===== config.mk =====
export PLATFORM = sky130hd
export DESIGN_NAME = des_key_schedule
export DESIGN_NICKNAME = d
export VERILOG_FILES = /design/src/hdl/des_key_pkg.sv /design/src/hdl/pc1_permute.sv /design/src/hdl/key_rotator.sv /design/src/hdl/pc2_select_permute.sv /design/src/hdl/des_key_schedule.sv
export SDC_FILE = /design/constraint.sdc
export NUM_CORES = 1
export LEC_CHECK = 0
export ABC_AREA = 0
export BUFFER_PORTS_ARGS = -buffer_cell sky130_fd_sc_hd__buf_2
export CORE_ASPECT_RATIO = 2
export CORE_UTILIZATION = 30
export DETAILED_ROUTE_END_ITERATION = 16
export PLACE_DENSITY_LB_ADDON = 0.25
export SLEW_MARGIN = 20
export SYNTH_ARGS = -nofsm -noshare
export SYNTH_HDL_FRONTEND = slang
export SYNTH_SLANG_ARGS = --single-unit

===== constraint.sdc =====
create_clock -name clk -period 6.3 [get_ports clk]
set_input_delay 0.63 -clock clk [delete_from_list [all_inputs] [get_ports clk]]
set_output_delay 0.63 -clock clk [all_outputs]
set_load 0.005 [all_outputs]

===== src/hdl/des_key_pkg.sv =====
`default_nettype none

package des_key_pkg;

    // widths fixed by the DES standard
    localparam int MAIN_KEY_W  = 64;  // includes the eight parity bits
    localparam int HALF_W      = 28;  // one of C or D
    localparam int ROUND_KEY_W = 48;
    localparam int NUM_ROUNDS  = 16;

    typedef logic [MAIN_KEY_W-1:0] main_key_t;

    // 56-bit key after PC-1, split into the halves that rotate independently
    typedef struct packed {
        logic [HALF_W-1:0] c;  // upper half
        logic [HALF_W-1:0] d;  // lower half
    } cd_key_t;

    typedef logic [ROUND_KEY_W-1:0] round_key_t;

    typedef logic [$clog2(NUM_ROUNDS)-1:0] round_idx_t;

    typedef enum logic {
        MODE_ENCRYPT = 1'b0,
        MODE_DECRYPT = 1'b1
    } key_mode_t;

    // encrypt shift schedule, bit r set means round r rotates by two
    // rounds 0, 1, 8 and 15 rotate by one, all others by two
    // the amounts add up to 28, so C and D return to the PC-1 value after round 15
    localparam logic [NUM_ROUNDS-1:0] SHIFT_TWO = 16'h7EFC;

endpackage

`default_nettype wire


===== src/hdl/pc1_permute.sv =====
`timescale 1ns/1ps
`default_nettype none

// permuted choice 1
// bit numbering follows main_key[63:0], parity bits at 0, 8, ..., 56 are never selected
module pc1_permute
    import des_key_pkg::*;
(
    input  main_key_t main_key,
    output cd_key_t   pc1_key
);

    // C half, pc1_key.c[27] first
    assign pc1_key.c = {
        main_key[7],  main_key[15], main_key[23], main_key[31],
        main_key[39], main_key[47], main_key[55], main_key[63],
        main_key[6],  main_key[14], main_key[22], main_key[30],
        main_key[38], main_key[46], main_key[54], main_key[62],
        main_key[5],  main_key[13], main_key[21], main_key[29],
        main_key[37], main_key[45], main_key[53], main_key[61],
        main_key[4],  main_key[12], main_key[20], main_key[28]
    };

    // D half, pc1_key.d[27] first
    // the last four come from the column that C leaves behind
    assign pc1_key.d = {
        main_key[1],  main_key[9],  main_key[17], main_key[25],
        main_key[33], main_key[41], main_key[49], main_key[57],
        main_key[2],  main_key[10], main_key[18], main_key[26],
        main_key[34], main_key[42], main_key[50], main_key[58],
        main_key[3],  main_key[11], main_key[19], main_key[27],
        main_key[35], main_key[43], main_key[51], main_key[59],
        main_key[36], main_key[44], main_key[52], main_key[60]
    };

endmodule

`default_nettype wire


===== src/hdl/key_rotator.sv =====
`timescale 1ns/1ps
`default_nettype none

// round counter and C/D storage
// encrypt rotates left along the schedule, decrypt walks it backwards rotating right
module key_rotator
    import des_key_pkg::*;
(
    input  logic       clk,
    input  logic       rst,
    input  logic       enable,
    input  logic       next_key,
    input  key_mode_t  mode,
    input  cd_key_t    pc1_key,
    output cd_key_t    cd_reg,
    output cd_key_t    cd_rotated,
    output round_idx_t round_idx
);

    cd_key_t    cd_src;      // halves entering the rotator this round
    round_idx_t rev_idx;     // position in the schedule seen from the end
    logic       last_round;
    logic       shift_two;   // rotate by 2 instead of 1

    // circular rotate of one half by 1 or 2 bits in either direction
    function automatic logic [HALF_W-1:0] rotate_half(
        input logic [HALF_W-1:0] half,
        input key_mode_t         dir,
        input logic              by_two
    );
        logic [HALF_W-1:0] result;
        if (dir == MODE_ENCRYPT) begin
            if (by_two)
                result = {half[HALF_W-3:0], half[HALF_W-1:HALF_W-2]};
            else
                result = {half[HALF_W-2:0], half[HALF_W-1]};
        end else begin
            if (by_two)
                result = {half[1:0], half[HALF_W-1:2]};
            else
                result = {half[0], half[HALF_W-1:1]};
        end
        return result;
    endfunction

    assign last_round = (round_idx == round_idx_t'(NUM_ROUNDS - 1));
    assign rev_idx    = round_idx_t'(NUM_ROUNDS - 1) - round_idx;

    // round 0 starts from the fresh PC-1 key, later rounds from the register
    assign cd_src = (round_idx == '0) ? pc1_key : cd_reg;

    always_comb begin
        if (mode == MODE_ENCRYPT)
            shift_two = SHIFT_TWO[round_idx];
        else
            shift_two = SHIFT_TWO[rev_idx] | last_round;  // decrypt round 15 wraps, amount unused
    end

    assign cd_rotated.c = rotate_half(cd_src.c, mode, shift_two);
    assign cd_rotated.d = rotate_half(cd_src.d, mode, shift_two);

    always_ff @(posedge clk or posedge rst) begin
        if (rst) begin
            round_idx <= '0;
            cd_reg    <= '0;
        end else if (enable && next_key) begin
            if (last_round) begin
                // sequence done, next round 0 takes pc1_key again
                round_idx <= '0;
                cd_reg    <= '0;
            end else begin
                round_idx <= round_idx + round_idx_t'(1);
                cd_reg    <= cd_rotated;
            end
        end
    end

endmodule

`default_nettype wire


===== src/hdl/pc2_select_permute.sv =====
`timescale 1ns/1ps
`default_nettype none

// picks the 56-bit word for this round and applies permuted choice 2
module pc2_select_permute
    import des_key_pkg::*;
(
    input  key_mode_t  mode,
    input  round_idx_t round_idx,
    input  cd_key_t    pc1_key,
    input  cd_key_t    cd_reg,
    input  cd_key_t    cd_rotated,
    output round_key_t key_out
);

    cd_key_t pc2_src;

    // encrypt shows the halves after this round's shift
    // decrypt round 0 is encrypt round 15, which equals the unshifted PC-1 key
    always_comb begin
        if (mode == MODE_ENCRYPT)
            pc2_src = cd_rotated;
        else if (round_idx == '0)
            pc2_src = pc1_key;
        else
            pc2_src = cd_reg;  // already shifted back by the previous load
    end

    // PC-2, key_out[47] first
    // bits 2, 13, 18, 21, 31, 34, 38 and 47 of the 56-bit word are dropped
    assign key_out = {
        pc2_src[42], pc2_src[39], pc2_src[45], pc2_src[32],
        pc2_src[55], pc2_src[51], pc2_src[53], pc2_src[28],
        pc2_src[41], pc2_src[50], pc2_src[35], pc2_src[46],
        pc2_src[33], pc2_src[37], pc2_src[44], pc2_src[52],
        pc2_src[30], pc2_src[48], pc2_src[40], pc2_src[49],
        pc2_src[29], pc2_src[36], pc2_src[43], pc2_src[54],  // upper 24 from C
        pc2_src[15], pc2_src[4],  pc2_src[25], pc2_src[19],
        pc2_src[9],  pc2_src[1],  pc2_src[26], pc2_src[16],
        pc2_src[5],  pc2_src[11], pc2_src[23], pc2_src[8],
        pc2_src[12], pc2_src[7],  pc2_src[17], pc2_src[0],
        pc2_src[22], pc2_src[3],  pc2_src[10], pc2_src[14],
        pc2_src[6],  pc2_src[20], pc2_src[27], pc2_src[24]   // lower 24 from D
    };

endmodule

`default_nettype wire


===== src/hdl/des_key_schedule.sv =====
`timescale 1ns/1ps
`default_nettype none

// DES key schedule, one 48-bit round key per next_key pulse
// key_out is combinational from main_key, mode and the stored round state
module des_key_schedule
    import des_key_pkg::*;
(
    input  logic       clk,
    input  logic       rst,
    input  logic       enable,
    input  logic       next_key,
    input  key_mode_t  mode,       // hold steady for a whole sequence
    input  main_key_t  main_key,   // hold steady for a whole sequence
    output round_key_t key_out
);

    cd_key_t    pc1_key;
    cd_key_t    cd_reg;
    cd_key_t    cd_rotated;
    round_idx_t round_idx;

    pc1_permute u_pc1 (
        .main_key (main_key),
        .pc1_key  (pc1_key)
    );

    key_rotator u_rotator (
        .clk        (clk),
        .rst        (rst),
        .enable     (enable),
        .next_key   (next_key),
        .mode       (mode),
        .pc1_key    (pc1_key),
        .cd_reg     (cd_reg),
        .cd_rotated (cd_rotated),
        .round_idx  (round_idx)
    );

    pc2_select_permute u_pc2 (
        .mode       (mode),
        .round_idx  (round_idx),
        .pc1_key    (pc1_key),
        .cd_reg     (cd_reg),
        .cd_rotated (cd_rotated),
        .key_out    (key_out)
    );

endmodule

`default_nettype wire


**Yosys cells after proc, flatten, opt, wreduce, memory -nomap -nowiden**

Memories as Yosys holds them, arrays and structs flattened.
Index checks and enable logic that the tools add are counted.

- Register bits after elaboration: 60
- Bits in latches: 0
- RAM bits: 0
- Memory bits (read-only): 32
- Input port bits: 69
- Output and inout bits: 48
- Word-level logic and storage cells: 26
- Memories: 2

- $add $sub $neg: 2
- Multiply operators: 0
- Div/mod/pow operators: 0
- Order comparisons: 2
- Equal/unequal tests: 1
- Shifts and indexed selects: 0
- Multiplexer cells: 13
- Bitwise gates (word level): 1
- Reductions and logical operators: 2

Memory list:

| name | depth | bits a word | read ports | clocked after memory_dff | wr ports | RTL line | source |
|---|---|---|---|---|---|---|---|
| (name not given) | 16 | 1 | 1 | 0 | 0 | key_rotator.sv:56 | `shift_two = SHIFT_TWO[rev_idx] \| last_round;` |
| (name not given) | 16 | 1 | 1 | 0 | 0 | key_rotator.sv:54 | `shift_two = SHIFT_TWO[round_idx];` |

Operators by type and width:

| kind | count |
|---|---|
| 28-bit 2-to-1 mux | 6 |
| 56-bit 2-to-1 mux | 3 |
| 4-bit by 5-bit less-than comparator with 1-bit output, second input constant | 2 |
| 4-bit by 1-bit adder with 4-bit output, second input constant | 1 |
| 4-bit equality test, second input constant | 1 |
| 4-bit logical NOT | 1 |
| 4-bit 2-to-1 mux | 1 |
| 4-bit subtractor, first input constant | 1 |
| 1-bit 2-to-1 mux | 3 |
| 1-bit logical AND | 1 |
| 1-bit bitwise OR | 1 |

**Depth between registers and ports, before layout**

Gate-level depths: netlist (run 1).

- Depth after elaboration: 8
- Mapped depth: 10
- Depth with buffers taken out: 7

**Hierarchy**

From an unflattened synthesis (run 1), not the netlist that was laid out.

- Cell total of the unflattened synthesis: 711
- Area total of the unflattened synthesis: 6139.6 um2

Modules (own cells, without submodules):

| module | times used | cells an instance | area an instance (um2) | sequential area each (um2) |
|---|---|---|---|---|
| key_rotator | 1 | 494 | 4724.5 | 1501.4 |
| pc2_select_permute | 1 | 161 | 994.7 | 0.0 |
| pc1_permute | 1 | 56 | 420.4 | 0.0 |

**Least setup slack after synthesis (run 1)**

OpenSTA, ideal clock, no wires.

- Path kind: register to output
- Start point: register u_rotator.round_idx[1]
- End point: output key_out[44]
- Arrival: 2228 ps
- Required time: 5670 ps
- Setup slack: 3442 ps
- Stages on the path, launching flop included: 11
- Path buffers: 3
- Cell sequence: dfrtp_1 > inv_1 > ha_1 > nor3b_1 > o31a_1 > buf_2 > a21o_1 > buf_6 > buf_4 > and2_1 > o31ai_1

- Longest elaborated chain between the ends: 8
- Elaborated cells between the ends (all ways): 14
- Those cells by class: add/sub (1); eq/ne (1); mux (8); bitwise (1); reduce/logical (1); memory (2)

RTL lines:

| element | RTL line | source |
|---|---|---|
| start: declaration | key_rotator.sv:17 | `output round_idx_t round_idx` |
| start signal: assignment | key_rotator.sv:72 | `round_idx <= round_idx + round_idx_t'(1);` |
| 4-bit subtractor | key_rotator.sv:47 | `assign rev_idx = round_idx_t'(NUM_ROUNDS - 1) - round_idx;` |
| memory read 16 x 1 bit | -- |  |
| 1-bit 2-to-1 mux (not written as such) | key_rotator.sv:56 |  |
| 1-bit bitwise OR | key_rotator.sv:56 |  |
| 1-bit 2-to-1 mux | key_rotator.sv:53 | `if (mode == MODE_ENCRYPT)` |
| 28-bit 2-to-1 mux, on equally long branches | key_rotator.sv:33, key_rotator.sv:38 |  |
| 28-bit 2-to-1 mux | key_rotator.sv:32 | `if (dir == MODE_ENCRYPT) begin` |
| 56-bit 2-to-1 mux (*) | pc2_select_permute.sv:21 | `if (mode == MODE_ENCRYPT)` |
| end: declaration | des_key_schedule.sv:15 | `output round_key_t key_out` |

Mark *: on every way between the ends. The rest lies on a longest branch, timed or not. The select of a mux whose other input is x is not followed.

**Final worst setup path (run 1)**

- Start point: register u_rotator.round_idx[1]
- End point: output key_out[14]

Same word-level chain as after synthesis.

==> metrics.md, run 1 <==
| Metric | Value |
|---|---|
| Register bit count reported by yosys | 60 |
| Max VDD drop | 0.197 mV |
| CTS root buffer | clkbuf_16 |
| GRT overflow | 0 |
| Synthesized cell area | 5380 um2 |
| GRT Total Usage | 21.5% |
| Hold Crit Start | u_rotator.cd_reg[13] |
| Hold_ws | 0.480 ns |
| Met3 Use GR | 3.88% |
| CTS sink cnt | 60 |
| Synth Area per Inst | 9.35 um2 |
| Post-cts resize count | 0 |
| Total CTS buffers | 9 |
| Tightest Hold Check Type | reg2reg |
| Post-Syn Instances | 575 |
| Core area | 17400 um2 |
| Unrepaired setup endpoints after global routing | false |
| Max Clk Rate | 229 MHz |
| Via-to-Cell Ratio | 6.13 |
| R2R depth | 8 |
| Power per cell area | 608 nW/um2 |
| Seq/Total Area, Yosys | 27.9% |
| Row cnt | 68 |
| Hold-fix buffers, CTS | 0 |
| Post-detail-place hpwl | 13800 um |
| WHS Path Cells | 1 |
| CTS max path bufs | 2 |
| Vias in the first global route | 5734 |
| Layout cells sized above 1 | 33.7% |
| Reg-to-reg critical path startpoint | u_rotator.round_idx[1] |
| Die Span Y | 191 um |
| Reg clk slew, reported paths | 0.06 ns |
| Crit path arrival time | 3.73 ns |
| Clk Latency, worst-skew pair | 0.35 ns |
| Initial antenna violation count | 0 |
| Combinational Power Share | 67.8% |
| DRT iter0 DRCs | 277 |
| Crit path capture type | output pin |
| Part of the cycle the worst path needs | 69.3% |
| Switch share | 46.8% |
| Top Usage Layer GRT | met2 |
| CTS tree | built |
| Via count | 5348 |
| Startpoint Class | register |
| Worst-margin pin slew | 1.03 ns |
| Mapped Nets | 648 |
| Slew margin rel. | 31.0% |
| Most frequent cells in the layout | 108 x buf_2, 63 x mux2i_1, 60 x mux2_2, 60 x dfrtp_1, 52 x nand2_1 |
| Pleak | 2.72 nW |
| Total net switching power | 1.82 mW |
| ANT nets after route | 0 |
| GPL Wtd Cong | 0.830 |
| Period minus WS final | 4.36 ns |
| Final setup viols | 0 |
| Setup bufs post-CTS | 0 |
| Synth async-reset ratio | 100% |
| Clock network power share | 14.3% |
| Critical-path maximum fanout | 37 |
| Post-synth EDFFs | 0 |
| Synth Flop Type | dfrtp_1 |
| P_int | 2.07 mW |
| P&R area growth vs syn | 19.2% |
| Max-slew violations | 0 |
| Fin. Hold Viols | 0 |
| MaxCap Viol Count | 0 |
| Number of port buffers | 108 |
| Crit path from | u_rotator.round_idx[1] |
| Full die area | 18500 um2 |
| Nets | 730 |
| Sequential power share | 17.9% |
| Netlist cell types | 51 |
| GR Layer Usage met2 | 39.5% |
| H-Tree Depth | 3 |
| Starting Density | 31.0% |
| Kind of critical path | reg2out |
| Ports | 117 |
| Critical Path RT | 5.67 ns |
| Detailed-route DRC error count | 0 |
| Most common cell after layout, fill and taps aside | buf_2 |
| First drt pass iteration count | 5 |
| Die Wd | 96.7 um |
| Final TNS setup | 0 ns |
| Pin count of the biggest net entering global routing | 61 |
| GR Layer Usage met1 | 22.4% |
| Status | completed |
| Total wire length | 19900 um |
| FILL cells | 1809 |
| First-pass GRT wire length | 31300 um |
| Skew final | 0.00853 ns |
| Mean routed wirelength per cell | 22.9 um |
| Yosys Warn Count | 0 |
| Max reg flops | 56 |
| Antenna diode count | 0 |
-- power groups by stage --
stage | combinational, mW | clock, mW | sequential (mW)
2_1_floorplan | 1.92 | 0 | 0.651
3_3_place_gp | 2.61 | 0 | 0.695
3_5_place_dp | 2.63 | 0 | 0.704
4_1_cts | 2.64 | 0.560 | 0.698
5_1_grt | 2.88 | 0.577 | 0.721
6_report | 2.64 | 0.556 | 0.699
-- worst max-delay path: stages, from the launching register on --
cell	delay [ns]
dfrtp_1	0.49
inv_1	0.17
ha_1	0.19
nor3b_4	0.82
buf_12	0.34
mux2_2	0.38
a211oi_1	0.45
a21oi_1	0.11
mux2_2	0.29
buf_2	0.13
-- kinds of logic (layout without fill, tap and decap cells) --
kind of cell	after synthesis	in the layout	share of synthesized area, %
adder cells (fa/ha/maj)	4	4	0.931
AO/OA/AOI/OAI	217	217	31.7
XOR/XNOR	1	1	0.163
flip-flops	60	60	27.9
AND/OR/NAND/NOR	97	97	8.10
multiplexers	124	124	24.6
buffers and inverters	72	159	6.58
-- layout make-up --
type / instances / area [um2] / share of cell area [%]
timing repair buffer: 129 / 736 / 11.5
clock inverter: 5 / 75.1 / 1.17
inverter: 14 / 52.6 / 0.820
tap: 210 / 263 / 4.10
multi-input combinational: 443 / 3540 / 55.2
sequential: 60 / 1500 / 23.4
clock buffer: 11 / 243 / 3.79
-- cell usage after synthesis, drive strengths merged (3+ instances only) --
master | number | area [um2]
o21ai | 25 | 125
and2 | 5 | 31.3
o211ai | 10 | 75.1
nand2b | 8 | 50.1
mux2i | 63 | 631
a22o | 4 | 35.0
o31ai | 6 | 50.1
a211o | 6 | 52.6
o221ai | 13 | 114
a221oi | 18 | 158
nand2 | 53 | 199
a221o | 34 | 340
nor2 | 22 | 82.6
a21bo | 7 | 70.1
dfrtp | 60 | 1500
clkbuf | 29 | 109
mux2 | 61 | 691
inv | 14 | 52.6
o22ai | 3 | 18.8
ha | 4 | 50.1
a211oi | 49 | 368
a21oi | 22 | 114
buf | 29 | 193
a21o | 6 | 45.0
-- through the flow --
stage	area (um2)	util (%)	worst slack (ns)	cells	total power [mW]
2_1_floorplan	5380	-	3.44	575	2.58
5_1_grt	6410	36.9	1.79	872	4.18
6_report	6410	36.9	1.94	872	3.90
3_3_place_gp	6090	35.1	2.39	856	3.30
4_1_cts	6410	36.9	1.98	872	3.90
3_5_place_dp	6090	35.1	2.33	856	3.34
-- routing by layer --
metal	wire, um	vias to the layer above
li1	-	2415
met1	7220	2693
met2	11000	184
met3	913	56
met4	812	0
met5	0	-
-- path summary, 6_finish.rpt --
kind,to,slack (ns)
worst max-delay path,key_out[14],1.94
worst min-delay path,u_rotator.cd_reg[13],0.48
worst max register to register,u_rotator.cd_reg[13],2.80
worst min register to register,u_rotator.cd_reg[13],0.48
max in group asynchronous,u_rotator.cd_reg[6],5.15
min in group asynchronous,u_rotator.cd_reg[20],0.52
(Power assumes the default switching activity.)
==> run 2, diff against run 1 <==
==> constraint.sdc (replaced) <==
create_clock -name clk -period 3.7 [get_ports clk]
set_input_delay 0.37 -clock clk [delete_from_list [all_inputs] [get_ports clk]]
set_output_delay 0.37 -clock clk [all_outputs]
set_load 0.005 [all_outputs]
==> run 2 against run 1 <==
Critical path depth is the same. Routed wire length shrank 0.25%. Sequential share of layout area shrank 0.078 points. Setup slack lost 1.7 ns. Via count grew 0.36%. Total power grew 69%. Highest routed layer unchanged. Cell area grew 0.33%. Clock-buffer cell count is the same. Hold slack lost 0.36 ns. Largest power group unchanged. Utilization grew 0.12 points. Sequential cell count is the same. Non-clock buffer count grew 9.
==> metrics.md, run 2 (synthesis gave the netlist of run 1 again) <==
| Metric | Value |
|---|---|
| MaxCap Viol Count | 0 |
| P_int | 3.47 mW |
| Nets | 739 |
| Worst-margin pin slew | 0.774 ns |
| R2R depth | 8 |
| Switch share | 47.3% |
| Most common cell after layout, fill and taps aside | buf_2 |
| Max-slew violations | 0 |
| Kind of critical path | reg2out |
| Die Wd | 96.7 um |
| Tightest Hold Check Type | in2async |
| Hold-fix buffers, CTS | 0 |
| Post-detail-place hpwl | 14000 um |
| Startpoint Class | register |
| Layout cells sized above 1 | 34.2% |
| Ports | 117 |
| Worst slack at placement | 0.490 ns |
| Via-to-Cell Ratio | 6.11 |
| First drt pass iteration count | 5 |
| Core area | 17400 um2 |
| Slew margin rel. | 48.1% |
| Skew final | 0.00919 ns |
| CTS root buffer | clkbuf_16 |
| Starting Density | 31.0% |
| Critical-path maximum fanout | 33 |
| Final TNS setup | 0 ns |
| Crit path capture type | output pin |
| GRT overflow | 0 |
| Clock network power share | 12.7% |
| Power per cell area | 1020 nW/um2 |
| Initial antenna violation count | 0 |
| Mean routed wirelength per cell | 22.6 um |
| Final setup viols | 0 |
| GRT Total Usage | 21.1% |
| Total wire length | 19900 um |
| Status | completed |
| GPL Wtd Cong | 0.850 |
| Via count | 5367 |
| Crit path arrival time | 3.13 ns |
| Total net switching power | 3.12 mW |
| Full die area | 18500 um2 |
| Number of port buffers | 108 |
| Combinational Power Share | 69.2% |
| Fin. Hold Viols | 0 |
| Critical Path RT | 3.33 ns |
| Die Span Y | 191 um |
| Most frequent cells in the layout | 108 x buf_2, 63 x mux2i_1, 60 x mux2_2, 60 x dfrtp_1, 52 x nand2_1 |
| Row cnt | 68 |
| Reg clk slew, reported paths | 0.06 ns |
| Detailed-route DRC error count | 0 |
| Pin count of the biggest net entering global routing | 67 |
| Unrepaired setup endpoints after global routing | false |
| H-Tree Depth | 3 |
| P&R area growth vs syn | 19.6% |
| Period minus WS final | 3.50 ns |
| Pleak | 2.74 nW |
| Max VDD drop | 0.348 mV |
| Max reg flops | 56 |
| CTS sink cnt | 60 |
| Part of the cycle the worst path needs | 94.6% |
| Antenna diode count | 0 |
| ANT nets after route | 0 |
| First-pass GRT wire length | 30900 um |
| CTS tree | built |
| Final setup margin | 0.201 ns |
| Max Clk Rate | 286 MHz |
| Vias in the first global route | 5628 |
| Clk Latency, worst-skew pair | 0.34 ns |
| Total CTS buffers | 9 |
| DRT iter0 DRCs | 291 |
| CTS max path bufs | 2 |
| Sequential power share | 18.1% |
-- run 2: area by class of cell --
| cell class | instances | area (um2) |
|---|---|---|
| tap | 210 | 263 |
| clock buffer | 11 | 233 |
| inverter | 14 | 55.1 |
| fill | 1833 | 10900 |
| multi-input combinational | 443 | 3540 |
| sequential | 60 | 1500 |
| timing repair buffer | 138 | 800 |
| clock inverter | 3 | 40.0 |
-- run 2: per-stage QoR --
stage               cells  area [um2]  hold slack [ns]  total power, mW  utilization [%]
floorplan             575        5380            0.445             4.38                -
global placement      863        6130            0.456             5.64             35.3
detailed placement    863        6130            0.475             5.71             35.3
CTS                   877        6410            0.156             6.56             36.9
global route          879        6430            0.182             7.05             37.0
finish                879        6430            0.123             6.59             37.0
-- run 2: critical path, cell delays in order, from the launching register on --
cell and delay, ns:
dfrtp_1 0.49, inv_1 0.17, ha_1 0.20, nor3b_4 0.31, clkbuf_16 0.32, mux2_2 0.41
a211oi_1 0.32, o21ba_2 0.23, a21o_1 0.19, buf_2 0.12
-- run 2: final timing paths --
check                                        from                    to  slack, ns
setup reg to reg           u_rotator.round_idx[1]  u_rotator.cd_reg[13]       0.70
hold reg to reg              u_rotator.cd_reg[13]  u_rotator.cd_reg[13]       0.49
setup / recovery           u_rotator.round_idx[1]           key_out[18]       0.20
max in group asynchronous                     rst  u_rotator.cd_reg[39]       2.86
hold / removal                                rst  u_rotator.cd_reg[52]       0.12
min in group clk                     main_key[44]   u_rotator.cd_reg[3]       0.44
-- run 2: power groups by stage --
stage	sequential [mW]	clock [mW]	combinational (mW)
CTS	1.19	0.841	4.52
detailed placement	1.20	0	4.51
global placement	1.18	0	4.46
global route	1.24	0.861	4.95
floorplan	1.11	0	3.28
finish	1.20	0.836	4.56
-- run 2: layer usage --
metal / wire, um / share of wire (%) / GRT usage [%]
met5: 0 / 0 / 0
met4: 811 / 4.1 / 11.9
met3: 815 / 4.1 / 2.96
met2: 10800 / 54 / 38.7
met1: 7450 / 37 / 23.0
-- run 2: repair_timing --
| action | in CTS | in global routing |
|---|---|---|
| setup endpoints to repair | 0 | 10 |
| buffers inserted | 0 | 1 |
| gates resized for setup | 0 | 1 |
==> run 3, diff against run 2 <==
--- a/config.mk
+++ b/config.mk
@@ -10,6 +10,7 @@
 export CORE_ASPECT_RATIO = 2
 export CORE_UTILIZATION = 30
 export DETAILED_ROUTE_END_ITERATION = 16
+export GPL_ROUTABILITY_DRIVEN = 0
 export PLACE_DENSITY_LB_ADDON = 0.25
 export SLEW_MARGIN = 20
 export SYNTH_ARGS = -nofsm -noshare
==> constraint.sdc (replaced) <==
create_clock -name clk -period 3.7 [get_ports clk]
set_input_delay 0.74 -clock clk [delete_from_list [all_inputs] [get_ports clk]]
set_output_delay 0.74 -clock clk [all_outputs]
set_load 0.005 [all_outputs]
==> run 3 against run 2 <==
Clock skew fell by 0.0045 ns. Sequential power hardly changed. Routed wire length rose by 3.0%. Utilization is 2.0 points higher. Clock power decreased by 7.9%. Combinational power grew 10%. Clock-buffer cell count stayed put. Cell area grew 5.4%.
==> metrics.md, run 3 (synthesis gave the netlist of run 1 again) <==
| Metric | Value |
|---|---|
| Status | completed |
| Final Non-Filler Cells | 898 |
| Vias in the first global route | 5892 |
| Period minus WS final | 3.64 ns |
| Kind of critical path | reg2out |
| Starting Density | 31.0% |
| CTS root buffer | clkbuf_16 |
| R2r setup slk | 0.81 ns |
| GRT overflow | 0 |
| Crit path capture type | output pin |
| Ports | 117 |
| Max-slew violations | 0 |
| Part of the cycle the worst path needs | 98.4% |
| Tightest Hold Check Type | in2async |
| Reg clk slew, reported paths | 0.06 ns |
| CTS sink cnt | 60 |
| Die Span Y | 191 um |
| Via count | 5497 |
| Unrepaired setup endpoints after global routing | true |
| H-Tree Depth | 3 |
| P&R area growth vs syn | 26.0% |
| Core area | 17400 um2 |
| First-pass GRT wire length | 31300 um |
| Power per cell area | 1030 nW/um2 |
| MaxCap Viol Count | 0 |
| Pin count of the biggest net entering global routing | 47 |
| Total wire length | 20500 um |
| Mean routed wirelength per cell | 22.8 um |
| Final setup viols | 0 |
| Critical Path RT | 2.96 ns |
| Number of port buffers | 108 |
| Full die area | 18500 um2 |
| Nets | 758 |
| DRT iter0 DRCs | 341 |
| Post-detail-place hpwl | 14400 um |
| Antenna diode count | 0 |
| Clk Latency, worst-skew pair | 0.33 ns |
| Die Wd | 96.7 um |
| Initial antenna violation count | 0 |
| Critical-path maximum fanout | 10 |
| Inst Count DP | 875 |
| Worst slack at placement | 0.297 ns |
| Worst-margin pin slew | 0.842 ns |
| Max VDD drop | 0.322 mV |
| ANT nets after route | 0 |
| Crit path arrival time | 2.90 ns |
| Startpoint Class | register |
| Pleak | 2.90 nW |
| First drt pass iteration count | 5 |
| Layout cells sized above 1 | 39.1% |
| Most frequent cells in the layout | 108 x buf_2, 60 x mux2_2, 59 x mux2i_1, 59 x dfrtp_1, 52 x nand2_1 |
| CTS max path bufs | 2 |
| Via-to-Cell Ratio | 6.12 |
| Final setup margin | 0.0575 ns |
| Most common cell after layout, fill and taps aside | buf_2 |
| Fin. Hold Viols | 0 |
| Slew margin rel. | 43.7% |
| FILL cells | 1819 |
| Total CTS buffers | 9 |
| CTS tree | built |
| Skew final | 0.00466 ns |
| Row cnt | 68 |
| Hold_ws | 0.376 ns |
| Max reg flops | 56 |
| Detailed-route DRC error count | 0 |
| R2R depth | 9 |
| GRT Total Usage | 21.7% |
| Max Clk Rate | 275 MHz |
[run 3: final cells by class]
| class | count | area, um2 | share of cell area, % |
|---|---|---|---|
| Multi-Input combinational cell | 443 | 3670 | 54.1 |
| Sequential cell | 60 | 1500 | 22.2 |
| Timing Repair Buffer | 157 | 1030 | 15.3 |
| Tap cell | 210 | 263 | 3.88 |
| Clock buffer | 11 | 243 | 3.58 |
| Inverter | 14 | 52.6 | 0.775 |
| Clock inverter | 3 | 15.0 | 0.222 |
[run 3: timing repair]
action / 4_1_cts / 5_1_grt
gates cloned: 1 / 2
pin swaps: 0 / 4
hold buffers: 0 / 0
setup endpoints to repair: 10 / 31
setup buffers: 1 / 5
gates resized for setup: 2 / 26
[run 3: metal layers]
metal  GRT usage [%]  wire, um  vias to the layer above
li1                -         -                     2474
met1            22.4      7420                     2748
met2            39.2     11100                      212
met3            3.40       807                       63
met4            15.8      1160                        0
met5               0         0                        -
[run 3: worst max-delay path, cell delays in order, from the launching register on]
cell and delay [ns]:
dfrtp_2 0.44, inv_1 0.11, ha_1 0.20, nor3b_4 0.33, buf_4 0.19, clkbuf_16 0.17, mux2_2 0.38, a211oi_2 0.21
a21oi_1 0.11, mux2_2 0.28, buf_2 0.13
[run 3: through the flow]
| step | instance area [um2] | util (%) | TNS [ns] | power (mW) |
|---|---|---|---|---|
| 3_3_place_gp | 6260 | 36.1 | 0 | 5.77 |
| 3_5_place_dp | 6260 | 36.1 | 0 | 5.84 |
| 2_1_floorplan | 5380 | - | 0 | 4.38 |
| 6_report | 6780 | 39.0 | 0 | 6.99 |
| 4_1_cts | 6570 | 37.8 | 0 | 6.71 |
| 5_1_grt | 6780 | 39.0 | -0.231 | 7.44 |
[run 3: worst paths after layout]
path / from / end
setup reg to reg: u_rotator.round_idx[0] / u_rotator.cd_reg[52]
min in group clk: u_rotator.cd_reg[54] / u_rotator.cd_reg[54]
setup / recovery: u_rotator.round_idx[0] / key_out[15]
max in group asynchronous: rst / u_rotator.round_idx[0]
hold / removal: rst / u_rotator.cd_reg[26]
hold reg to reg: u_rotator.cd_reg[54] / u_rotator.cd_reg[54]
[run 3: power by group]
part / switching, mW / internal, mW / total [mW]
logic: 2.72 / 2.31 / 5.03
registers: 0.230 / 0.964 / 1.19
clock network: 0.309 / 0.460 / 0.770
